File: config.mk
export PLATFORM = sky130hd
export DESIGN_NAME = cam_dma_top
export DESIGN_NICKNAME = d
export VERILOG_FILES = /design/src/cam_pkg.sv /design/src/dma_pkg.sv /design/src/cam_dma_top.sv /design/src/cmos_capture.sv /design/src/dma_read_port.sv /design/src/frame_word_fifo.sv /design/src/link_led_blink.sv /design/src/pixel_word_packer.sv
export SDC_FILE = /design/constraint.sdc
export NUM_CORES = 2
export LEC_CHECK = 0
export ABC_AREA = 1
export ABC_CLOCK_PERIOD_IN_PS = 15130
export BUFFER_PORTS_ARGS = -buffer_cell sky130_fd_sc_hd__buf_4
export CAP_MARGIN = 40
export CORE_ASPECT_RATIO = 0.9
export CORE_UTILIZATION = 60
export CTS_CLUSTER_SIZE = 8
export DETAILED_ROUTE_END_ITERATION = 10
export PLACE_DENSITY = 0.75
export SLEW_MARGIN = 5
export SYNTH_ARGS = -nofsm -noshare
export SYNTH_HDL_FRONTEND = slang
export SYNTH_SLANG_ARGS = --single-unit
File: constraint.sdc
create_clock -name i_pclk_div2 -period 15.13 [get_ports i_pclk_div2]
set_clock_uncertainty 0.05 [all_clocks]
set_input_delay 2.2695 -clock i_pclk_div2 [delete_from_list [all_inputs] [get_ports i_pclk_div2]]
set_output_delay 2.2695 -clock i_pclk_div2 [all_outputs]
set_load 0.02 [all_outputs]
File: src/cam_pkg.sv
//==========================================================================
// Camera-side types shared by the capture path and the word packer
//==========================================================================
`default_nettype none

package cam_pkg;

	// Bytes that make up one RGB565 pixel on the 8-bit camera bus
	localparam int BYTES_PER_PIXEL = 2;

	// One byte as it arrives on the camera bus
	typedef logic [7:0] cam_byte_t;

	// RGB565 pixel, first byte of the pair in the upper half
	typedef logic [BYTES_PER_PIXEL*$bits(cam_byte_t)-1:0] pixel_t;

	//==========================================================================
	// Bundled camera signals
	//==========================================================================

	// Registered camera bus, 10 bits
	typedef struct packed {
		cam_byte_t data;
		logic      href;   // Line data level
		logic      vsync;  // Frame sync level
	} cam_sample_t;

	// One pixel slot from capture to packer, 18 bits
	typedef struct packed {
		pixel_t pixel;
		logic   valid;        // Pixel carries a completed byte pair
		logic   frame_start;  // vsync rise seen, restart the path
	} pixel_beat_t;

endpackage

`default_nettype wire

File: src/dma_pkg.sv
//==========================================================================
// DMA-side word, FIFO sizing and read result used on the host read side
//==========================================================================
`default_nettype none

package dma_pkg;

	localparam int PIXELS_PER_WORD = 8;
	localparam int FIFO_DEPTH      = 16;  // Words buffered on chip
	localparam int FIFO_ADDR_W     = 4;

	// One DMA word, pixel 0 of a group in bits 15:0
	typedef logic [127:0] dma_word_t;

	//==========================================================================
	// Read port result
	//==========================================================================

	// Registered answer to one read enable, 130 bits
	typedef struct packed {
		dma_word_t word;      // Zero on underrun
		logic      valid;     // Word popped from the FIFO
		logic      underrun;  // Read met an empty FIFO
	} dma_rd_result_t;

endpackage

`default_nettype wire

File: src/cam_dma_top.sv
//==========================================================================
// Camera to DMA top: capture, packing, word FIFO, read port and link LED,
// all in the pclk_div2 domain
//==========================================================================
`timescale 1ns/10ps
`default_nettype none

module cam_dma_top #(
	parameter int LED_CNT_W = 27
) (
	input  wire logic               i_pclk_div2,
	input  wire logic               i_core_rst_n,
	input  wire cam_pkg::cam_byte_t i_cam_data,
	input  wire logic               i_cam_href,
	input  wire logic               i_cam_vsync,
	input  wire logic               i_rd_en,
	output dma_pkg::dma_rd_result_t o_rd,
	output logic                    o_overflow,
	input  wire logic               i_smlh_link_up,
	input  wire logic               i_rdlh_link_up,
	output logic                    o_link_led
);

	import cam_pkg::*;
	import dma_pkg::*;

	cam_sample_t cam_bus;
	pixel_beat_t beat;
	dma_word_t   pack_word;
	logic        pack_wr;
	logic        pack_flush;
	dma_word_t   fifo_head;
	logic        fifo_empty;
	logic        fifo_pop;

	assign cam_bus = '{data: i_cam_data, href: i_cam_href, vsync: i_cam_vsync};

	//==========================================================================
	// Capture path
	//==========================================================================
	cmos_capture u_cmos_capture (
		.i_pclk_div2  (i_pclk_div2),
		.i_core_rst_n (i_core_rst_n),
		.i_cam        (cam_bus),
		.o_beat       (beat)
	);

	pixel_word_packer u_pixel_word_packer (
		.i_pclk_div2  (i_pclk_div2),
		.i_core_rst_n (i_core_rst_n),
		.i_beat       (beat),
		.o_word       (pack_word),
		.o_word_wr    (pack_wr),
		.o_flush      (pack_flush)
	);

	frame_word_fifo u_frame_word_fifo (
		.i_pclk_div2  (i_pclk_div2),
		.i_core_rst_n (i_core_rst_n),
		.i_wr         (pack_wr),
		.i_wr_word    (pack_word),
		.i_flush      (pack_flush),
		.i_pop        (fifo_pop),
		.o_head       (fifo_head),
		.o_empty      (fifo_empty),
		.o_overflow   (o_overflow)
	);

	// Host read side
	dma_read_port u_dma_read_port (
		.i_pclk_div2  (i_pclk_div2),
		.i_core_rst_n (i_core_rst_n),
		.i_rd_en      (i_rd_en),
		.i_head       (fifo_head),
		.i_empty      (fifo_empty),
		.o_pop        (fifo_pop),
		.o_rd         (o_rd)
	);

	link_led_blink #(
		.CNT_W (LED_CNT_W)
	) u_link_led_blink (
		.i_pclk_div2    (i_pclk_div2),
		.i_core_rst_n   (i_core_rst_n),
		.i_smlh_link_up (i_smlh_link_up),
		.i_rdlh_link_up (i_rdlh_link_up),
		.o_led          (o_link_led)
	);

endmodule

`default_nettype wire

File: src/cmos_capture.sv
//==========================================================================
// Camera input stage: registers the bus, finds frame start and pairs
// bytes into RGB565 pixels for the word packer
//==========================================================================
`timescale 1ns/10ps
`default_nettype none

module cmos_capture (
	input  wire logic                 i_pclk_div2,
	input  wire logic                 i_core_rst_n,
	input  wire cam_pkg::cam_sample_t i_cam,
	output cam_pkg::pixel_beat_t      o_beat
);

	import cam_pkg::*;

	cam_sample_t cam_q;       // Input register stage
	logic        vsync_prev;  // Last registered vsync
	logic        frame_rise;
	logic        byte_phase;  // High while the first byte of a pair is held
	cam_byte_t   first_byte;
	pixel_t      beat_pixel;
	logic        beat_valid;
	logic        beat_fs;

	assign frame_rise = cam_q.vsync & ~vsync_prev;

	//==========================================================================
	// Input register and vsync edge detect
	//==========================================================================
	always_ff @(posedge i_pclk_div2 or negedge i_core_rst_n) begin
		if (!i_core_rst_n) begin
			cam_q      <= '0;
			vsync_prev <= 1'b0;
		end else begin
			cam_q      <= i_cam;
			vsync_prev <= cam_q.vsync;
		end
	end

	//==========================================================================
	// Byte pairing
	//==========================================================================
	always_ff @(posedge i_pclk_div2 or negedge i_core_rst_n) begin
		if (!i_core_rst_n) begin
			byte_phase <= 1'b0;
			beat_valid <= 1'b0;
			beat_fs    <= 1'b0;
		end else begin
			beat_fs    <= frame_rise;
			beat_valid <= 1'b0;
			if (frame_rise) begin
				byte_phase <= 1'b0;  // Drop any half pair
			end else if (cam_q.href) begin
				beat_valid <= byte_phase;  // Second byte completes a pixel
				byte_phase <= ~byte_phase;
			end
		end
	end

	// Pixel data path
	always_ff @(posedge i_pclk_div2) begin
		if (cam_q.href && !byte_phase) begin
			first_byte <= cam_q.data;
		end
		if (cam_q.href && byte_phase) begin
			beat_pixel <= {first_byte, cam_q.data};  // First byte on top
		end
	end

	assign o_beat = '{pixel: beat_pixel, valid: beat_valid, frame_start: beat_fs};

endmodule

`default_nettype wire

File: src/dma_read_port.sv
//==========================================================================
// Host read side: a read enable returns the FIFO head or an underrun
// one cycle later, matching the timing of a synchronous RAM read
//==========================================================================
`timescale 1ns/10ps
`default_nettype none

module dma_read_port (
	input  wire logic               i_pclk_div2,
	input  wire logic               i_core_rst_n,
	input  wire logic               i_rd_en,
	input  wire dma_pkg::dma_word_t i_head,
	input  wire logic               i_empty,
	output logic                    o_pop,
	output dma_pkg::dma_rd_result_t o_rd
);

	import dma_pkg::*;

	dma_rd_result_t rd_next;

	assign o_pop = i_rd_en & ~i_empty;  // Pop only what exists

	always_comb begin
		rd_next = '0;
		if (i_rd_en) begin
			rd_next.valid    = ~i_empty;
			rd_next.underrun = i_empty;
			if (!i_empty) begin
				rd_next.word = i_head;
			end
		end
	end

	// One cycle read latency
	always_ff @(posedge i_pclk_div2 or negedge i_core_rst_n) begin
		if (!i_core_rst_n) begin
			o_rd <= '0;
		end else begin
			o_rd <= rd_next;
		end
	end

	a_valid_xor_underrun : assert property (
		@(posedge i_pclk_div2) disable iff (!i_core_rst_n)
		!(o_rd.valid && o_rd.underrun)
	);

endmodule

`default_nettype wire

File: src/frame_word_fifo.sv
//==========================================================================
// On-chip word FIFO between the packer and the read port; frame start
// empties it and clears the overflow flag
//==========================================================================
`timescale 1ns/10ps
`default_nettype none

module frame_word_fifo (
	input  wire logic               i_pclk_div2,
	input  wire logic               i_core_rst_n,
	input  wire logic               i_wr,
	input  wire dma_pkg::dma_word_t i_wr_word,
	input  wire logic               i_flush,
	input  wire logic               i_pop,
	output dma_pkg::dma_word_t      o_head,
	output logic                    o_empty,
	output logic                    o_overflow
);

	import dma_pkg::*;

	dma_word_t              mem [FIFO_DEPTH];
	logic [FIFO_ADDR_W-1:0] wr_ptr;
	logic [FIFO_ADDR_W-1:0] rd_ptr;
	logic [FIFO_ADDR_W:0]   count;  // Occupancy, 0 to FIFO_DEPTH
	logic                   full;
	logic                   wr_ok;
	logic                   pop_ok;

	assign full    = (count == (FIFO_ADDR_W+1)'(FIFO_DEPTH));
	assign o_empty = (count == '0);
	assign wr_ok   = i_wr & ~full & ~i_flush;    // Flush wins over a write
	assign pop_ok  = i_pop & ~o_empty & ~i_flush;
	assign o_head  = mem[rd_ptr];

	always_ff @(posedge i_pclk_div2) begin
		if (wr_ok) begin
			mem[wr_ptr] <= i_wr_word;
		end
	end

	//==========================================================================
	// Pointers, occupancy and overflow
	//==========================================================================
	always_ff @(posedge i_pclk_div2 or negedge i_core_rst_n) begin
		if (!i_core_rst_n) begin
			wr_ptr     <= '0;
			rd_ptr     <= '0;
			count      <= '0;
			o_overflow <= 1'b0;
		end else if (i_flush) begin
			wr_ptr     <= '0;
			rd_ptr     <= '0;
			count      <= '0;
			o_overflow <= 1'b0;
		end else begin
			if (wr_ok) begin
				wr_ptr <= wr_ptr + 1'b1;
			end
			if (pop_ok) begin
				rd_ptr <= rd_ptr + 1'b1;
			end
			case ({wr_ok, pop_ok})
				2'b10:   count <= count + 1'b1;
				2'b01:   count <= count - 1'b1;
				default: count <= count;
			endcase
			if (i_wr && full) begin
				o_overflow <= 1'b1;  // Sticky until next frame start
			end
		end
	end

	a_count_bound : assert property (
		@(posedge i_pclk_div2) disable iff (!i_core_rst_n)
		count <= (FIFO_ADDR_W+1)'(FIFO_DEPTH)
	);

	// The read port must only pop a word that is there
	a_no_pop_empty : assert property (
		@(posedge i_pclk_div2) disable iff (!i_core_rst_n)
		i_pop |-> !o_empty
	);

endmodule

`default_nettype wire

File: src/link_led_blink.sv
//==========================================================================
// Link status LED: toggles each time the counter wraps while link is up
//==========================================================================
`timescale 1ns/10ps
`default_nettype none

module link_led_blink #(
	parameter int CNT_W = 27  // Toggle every 2**CNT_W enabled cycles
) (
	input  wire logic i_pclk_div2,
	input  wire logic i_core_rst_n,
	input  wire logic i_smlh_link_up,
	input  wire logic i_rdlh_link_up,
	output logic      o_led
);

	logic [CNT_W-1:0] blink_cnt;
	logic             link_up;

	assign link_up = i_smlh_link_up & i_rdlh_link_up;

	always_ff @(posedge i_pclk_div2 or negedge i_core_rst_n) begin
		if (!i_core_rst_n) begin
			blink_cnt <= '0;
			o_led     <= 1'b1;  // LED starts lit
		end else if (link_up) begin
			blink_cnt <= blink_cnt + 1'b1;
			if (&blink_cnt) begin
				o_led <= ~o_led;  // All ones to zero
			end
		end
	end

endmodule

`default_nettype wire

File: src/pixel_word_packer.sv
//==========================================================================
// Gathers eight pixels into one 128-bit DMA word and forwards frame start
// as a flush that stays in step with the word strobe
//==========================================================================
`timescale 1ns/10ps
`default_nettype none

module pixel_word_packer (
	input  wire logic                 i_pclk_div2,
	input  wire logic                 i_core_rst_n,
	input  wire cam_pkg::pixel_beat_t i_beat,
	output dma_pkg::dma_word_t        o_word,
	output logic                      o_word_wr,
	output logic                      o_flush
);

	import cam_pkg::*;
	import dma_pkg::*;

	localparam int CNT_W = $clog2(PIXELS_PER_WORD);

	logic [CNT_W-1:0] pix_cnt;  // Pixels already in the group
	dma_word_t        shift_q;

	// New pixels enter at the top, so pixel 0 ends in bits 15:0
	always_ff @(posedge i_pclk_div2) begin
		if (i_beat.valid) begin
			shift_q <= {i_beat.pixel, shift_q[$bits(dma_word_t)-1:$bits(pixel_t)]};
		end
	end

	assign o_word = shift_q;

	//==========================================================================
	// Group count and strobes
	//==========================================================================
	always_ff @(posedge i_pclk_div2 or negedge i_core_rst_n) begin
		if (!i_core_rst_n) begin
			pix_cnt   <= '0;
			o_word_wr <= 1'b0;
			o_flush   <= 1'b0;
		end else begin
			o_flush   <= i_beat.frame_start;
			o_word_wr <= 1'b0;
			if (i_beat.frame_start) begin
				pix_cnt <= '0;  // Partial group is discarded
			end else if (i_beat.valid) begin
				pix_cnt   <= pix_cnt + 1'b1;  // Wraps after the eighth pixel
				o_word_wr <= (pix_cnt == CNT_W'(PIXELS_PER_WORD - 1));
			end
		end
	end

	// Capture never emits a pixel in its frame-start cycle
	a_beat_exclusive : assert property (
		@(posedge i_pclk_div2) disable iff (!i_core_rst_n)
		!(i_beat.valid && i_beat.frame_start)
	);

endmodule

`default_nettype wire

==> flow_metrics.tcl <==
set metrics [dict create \
    core_area_um2 148000 \
    cp-startpoint "u_frame_word_fifo.rd_ptr[1]" \
    area_growth_pct 14.7 \
    drt_first_iter_violations 9076 \
    rr_endpoint "u_dma_read_port.o_rd[115]" \
    worst-setup-path-type "reg -> reg" \
    post_cts_resized 0 \
    clk_latency_ns 0.93 \
    r2r_start "u_frame_word_fifo.rd_ptr[1]" \
    violations "DRC" \
    grt_use_total 0.309 \
    rrSetupSlack_ns 10.73 \
    yosysWarningCount 0 \
    cts.clk_slew.worst_paths_ns 0.05 \
    cp.required_ns 15.90 \
    numCtsBuffers 348 \
    clock_power_share 0.368 \
    cts_hold_buf 0 \
    max-vdd-ir-drop_mv 0.179 \
    hold_viol 0 \
    cp.arrival_ns 5.17 \
    cpMaxStageDelayCell "buf_4" \
    drc 36 \
    syn_nets 6068 \
    die_h_um 369 \
    tightest_slew_ns 1.18 \
    drv_slew 0 \
    vias 56200 \
    grt_max_degree 246 \
    max_clock_freq_ghz 0.227 \
    p_leak_nw 33.5 \
    dp_hpwl_um 109000 \
    rsz0062_at_grt "false" \
    endpoint_kind "register" \
    synth_flop_cell "edfxtp_1" \
    synth-seq-cells 2391 \
    netlist.area_leader.share 0.736 \
    final_cell_mix "2200 x edfxtp_1, 1044 x nor2_1, 1011 x o21ai_0, 364 x o221ai_1, 354 x clkbuf_16" \
    grt_pass1_wl_um 347000 \
    synth.top_cells.by_area "edfxtp_1 74%, o21ai_0 5.6%, dfrtp_1 5.3%" \
    synth_area_per_cell_um2 14.9 \
    gr-total-overflow 0 \
    slew_headroom 0.212 \
    ff2ff_path_depth 9 \
    ys_types 42 \
    drv_cap 0 \
    max_stage_delay_ns 0.73 \
    cts_tree "built" \
    p_seq_frac 0.409 \
    die_w_um 410 \
    cp_top_family "buffers and inverters" \
    crit_path_max_fanout 139 \
    rows 134 \
    antenna_left 0 \
    internal_power_w 0.0131 \
    io_buffers 146 \
    io_pins 147 \
    setup_tns_ns 0 \
    grt_pass1_vias 55300 \
    netlist_instances 6043 \
    wirelength_um 236000 \
    worstHoldPathCells 0 \
    regArea_um2 70900 \
    async_flop_share 0.0799 \
    nets 6241 \
    crit_buf_inv 5 \
    layout_commonest_cell "edfxtp_1" \
    via_per_inst 6.66 \
    utilization 0.694 \
    gp_congestion 0.775 \
    synth_seq_area_share 0.789 \
    drive_above_1_share 0.105 \
    setup_viol 0 \
    hold_end "u_cmos_capture.vsync_prev" \
    synth_area_leader_cell "edfxtp_1" \
    cts_max_level 5 \
    n_fill_cell 9146 \
    synth_edf_count 2200 \
    clock-sinks 2391 \
    powerDensity_nw_per_um2 185 \
    first_pass_iters 9 \
    status "complete, but fails checks" \
    hp-start "u_cmos_capture.cam_q[0]" \
    power_w 0.0190 \
    antenna_found_initial 3 \
    dieArea_um2 151000 \
    clock_path_buffers 4 \
    pwr-share-comb 0.223 \
    p_switching_w 0.00595 \
    hold_class "reg -> reg" \
    switching_share 0.313 \
    crit_chain "inv_16 > buf_16 > buf_4 > buf_16 > buf_4 > o21ai_0 > o221ai_1 > nand3_1 > a21oi_1" \
    cts_setup_buffers 0 \
    crit_path_start_kind "register" \
    wl_per_cell_um 27.9 \
    min_period_over_period 0.291 \
    min_period_ns 4.40 \
    root_buffer "clkbuf_16" \
    multi_input_area_um2 16800 \
    initial_core_util 0.605 \
    mappedNetlistArea_um2 89800 \
]
==> final cells by class <==
type | instances | area share
antenna | 2 | 0.0000486
clock buffer | 595 | 0.0949
tap | 1972 | 0.0240
timing repair buffer | 262 | 0.0264
multi-input combinational | 3164 | 0.163
sequential | 2391 | 0.688
clock inverter | 5 | 0.000754
inverter | 49 | 0.00225
==> metrics by stage <==
step / cells / setup slack, ns / hold WS, ns / cell area [um2]
after detailed placement: 7838 / 10.76 / 0.324 / 93100
after global routing: 8438 / 10.50 / 0.353 / 103000
final: 8440 / 10.73 / 0.341 / 103000
after global placement: 7801 / 10.58 / 0.312 / 92100
after floorplan: 6043 / 8.15 / 0.304 / 89800
after CTS: 8438 / 10.78 / 0.339 / 103000
==> worst reg2reg max path: stages (launching register included) <==
cell and delay (ns):
dfrtp_4 0.71, inv_16 0.48, buf_16 0.51, buf_4 0.57
buf_16 0.31, buf_4 0.77, o21ai_0 0.29, o221ai_1 0.29
nand3_1 0.14, a21oi_1 0.18
==> state kept, by name, summed over array words and instances, names as in the netlist <==
signal / count
u_frame_word_fifo.mem: 2048
u_dma_read_port.o_rd: 130
u_pixel_word_packer.o_word: 128
u_link_led_blink.blink_cnt: 27
u_cmos_capture.beat_pixel: 16
u_cmos_capture.cam_q: 10
u_cmos_capture.first_byte: 8
u_frame_word_fifo.count: 5
u_frame_word_fifo.rd_ptr: 4
u_frame_word_fifo.wr_ptr: 4
u_pixel_word_packer.pix_cnt: 3
u_cmos_capture.beat_fs: 1
u_cmos_capture.beat_valid: 1
u_cmos_capture.byte_phase: 1
u_cmos_capture.vsync_prev: 1
u_frame_word_fifo.o_overflow: 1
u_link_led_blink.o_led: 1
u_pixel_word_packer.o_flush: 1
u_pixel_word_packer.o_word_wr: 1
==> worst max-delay path by stage <==
stage | depth (start not counted) | to | slack [ns]
2_1_floorplan | 6 | u_frame_word_fifo.mem[0][0] | 8.15
3_3_place_gp | 3 | u_dma_read_port.o_rd[80] | 10.58
3_5_place_dp | 9 | u_dma_read_port.o_rd[115] | 10.76
4_1_cts | 9 | u_dma_read_port.o_rd[104] | 10.78
5_1_grt | 8 | u_dma_read_port.o_rd[109] | 10.50
6_report | 9 | u_dma_read_port.o_rd[115] | 10.73
==> logic make-up after synthesis <==
kind of cell	after synthesis	synth area share
AO/OA/AOI/OAI	1832	0.124
flip-flops	2391	0.789
buffers and inverters	488	0.0251
adder cells (fa/ha/maj)	10	0.00139
XOR/XNOR	28	0.00273
AND/OR/NAND/NOR	1294	0.0578
==> synth_stat cells (2+ instances only) <==
cell type	instances
nand4_1	8
nor3_1	10
a21oi_1	131
nand2_1	62
nand3_1	124
o221ai_1	364
o21ai_0	1011
buf_1	7
o211ai_1	148
dfrtp_1	190
buf_6	23
clkbuf_2	16
buf_4	26
xor2_1	21
nor2_1	1060
ha_1	10
o22ai_1	148
and3_1	2
nor2_2	6
nand2_2	8
edfxtp_1	2200
clkbuf_1	269
o21ai_1	27
buf_2	98
xnor2_1	7
inv_1	41
inv_2	5
nor2_4	2
nand3_2	5
inv_4	2
==> power by group through the flow <==
stage | Combinational [W] | Clock (W) | Sequential [W]
floorplan | 0.00271 | 0 | 0.00790
global placement | 0.00388 | 0 | 0.00789
detailed placement | 0.00412 | 0 | 0.00788
CTS | 0.00418 | 0.00703 | 0.00777
global route | 0.00457 | 0.00732 | 0.00777
finish | 0.00424 | 0.00700 | 0.00777
==> per-layer routing <==
metal / part of all wire / global-route usage / vias up
met4: 0.041 / 0.137 / 0
met2: 0.48 / 0.498 / 4058
met3: 0.11 / 0.0541 / 694
met1: 0.36 / 0.415 / 27900
met5: 0 / 0 / -
li1: - / - / 23600
(Power assumes the default switching activity.)
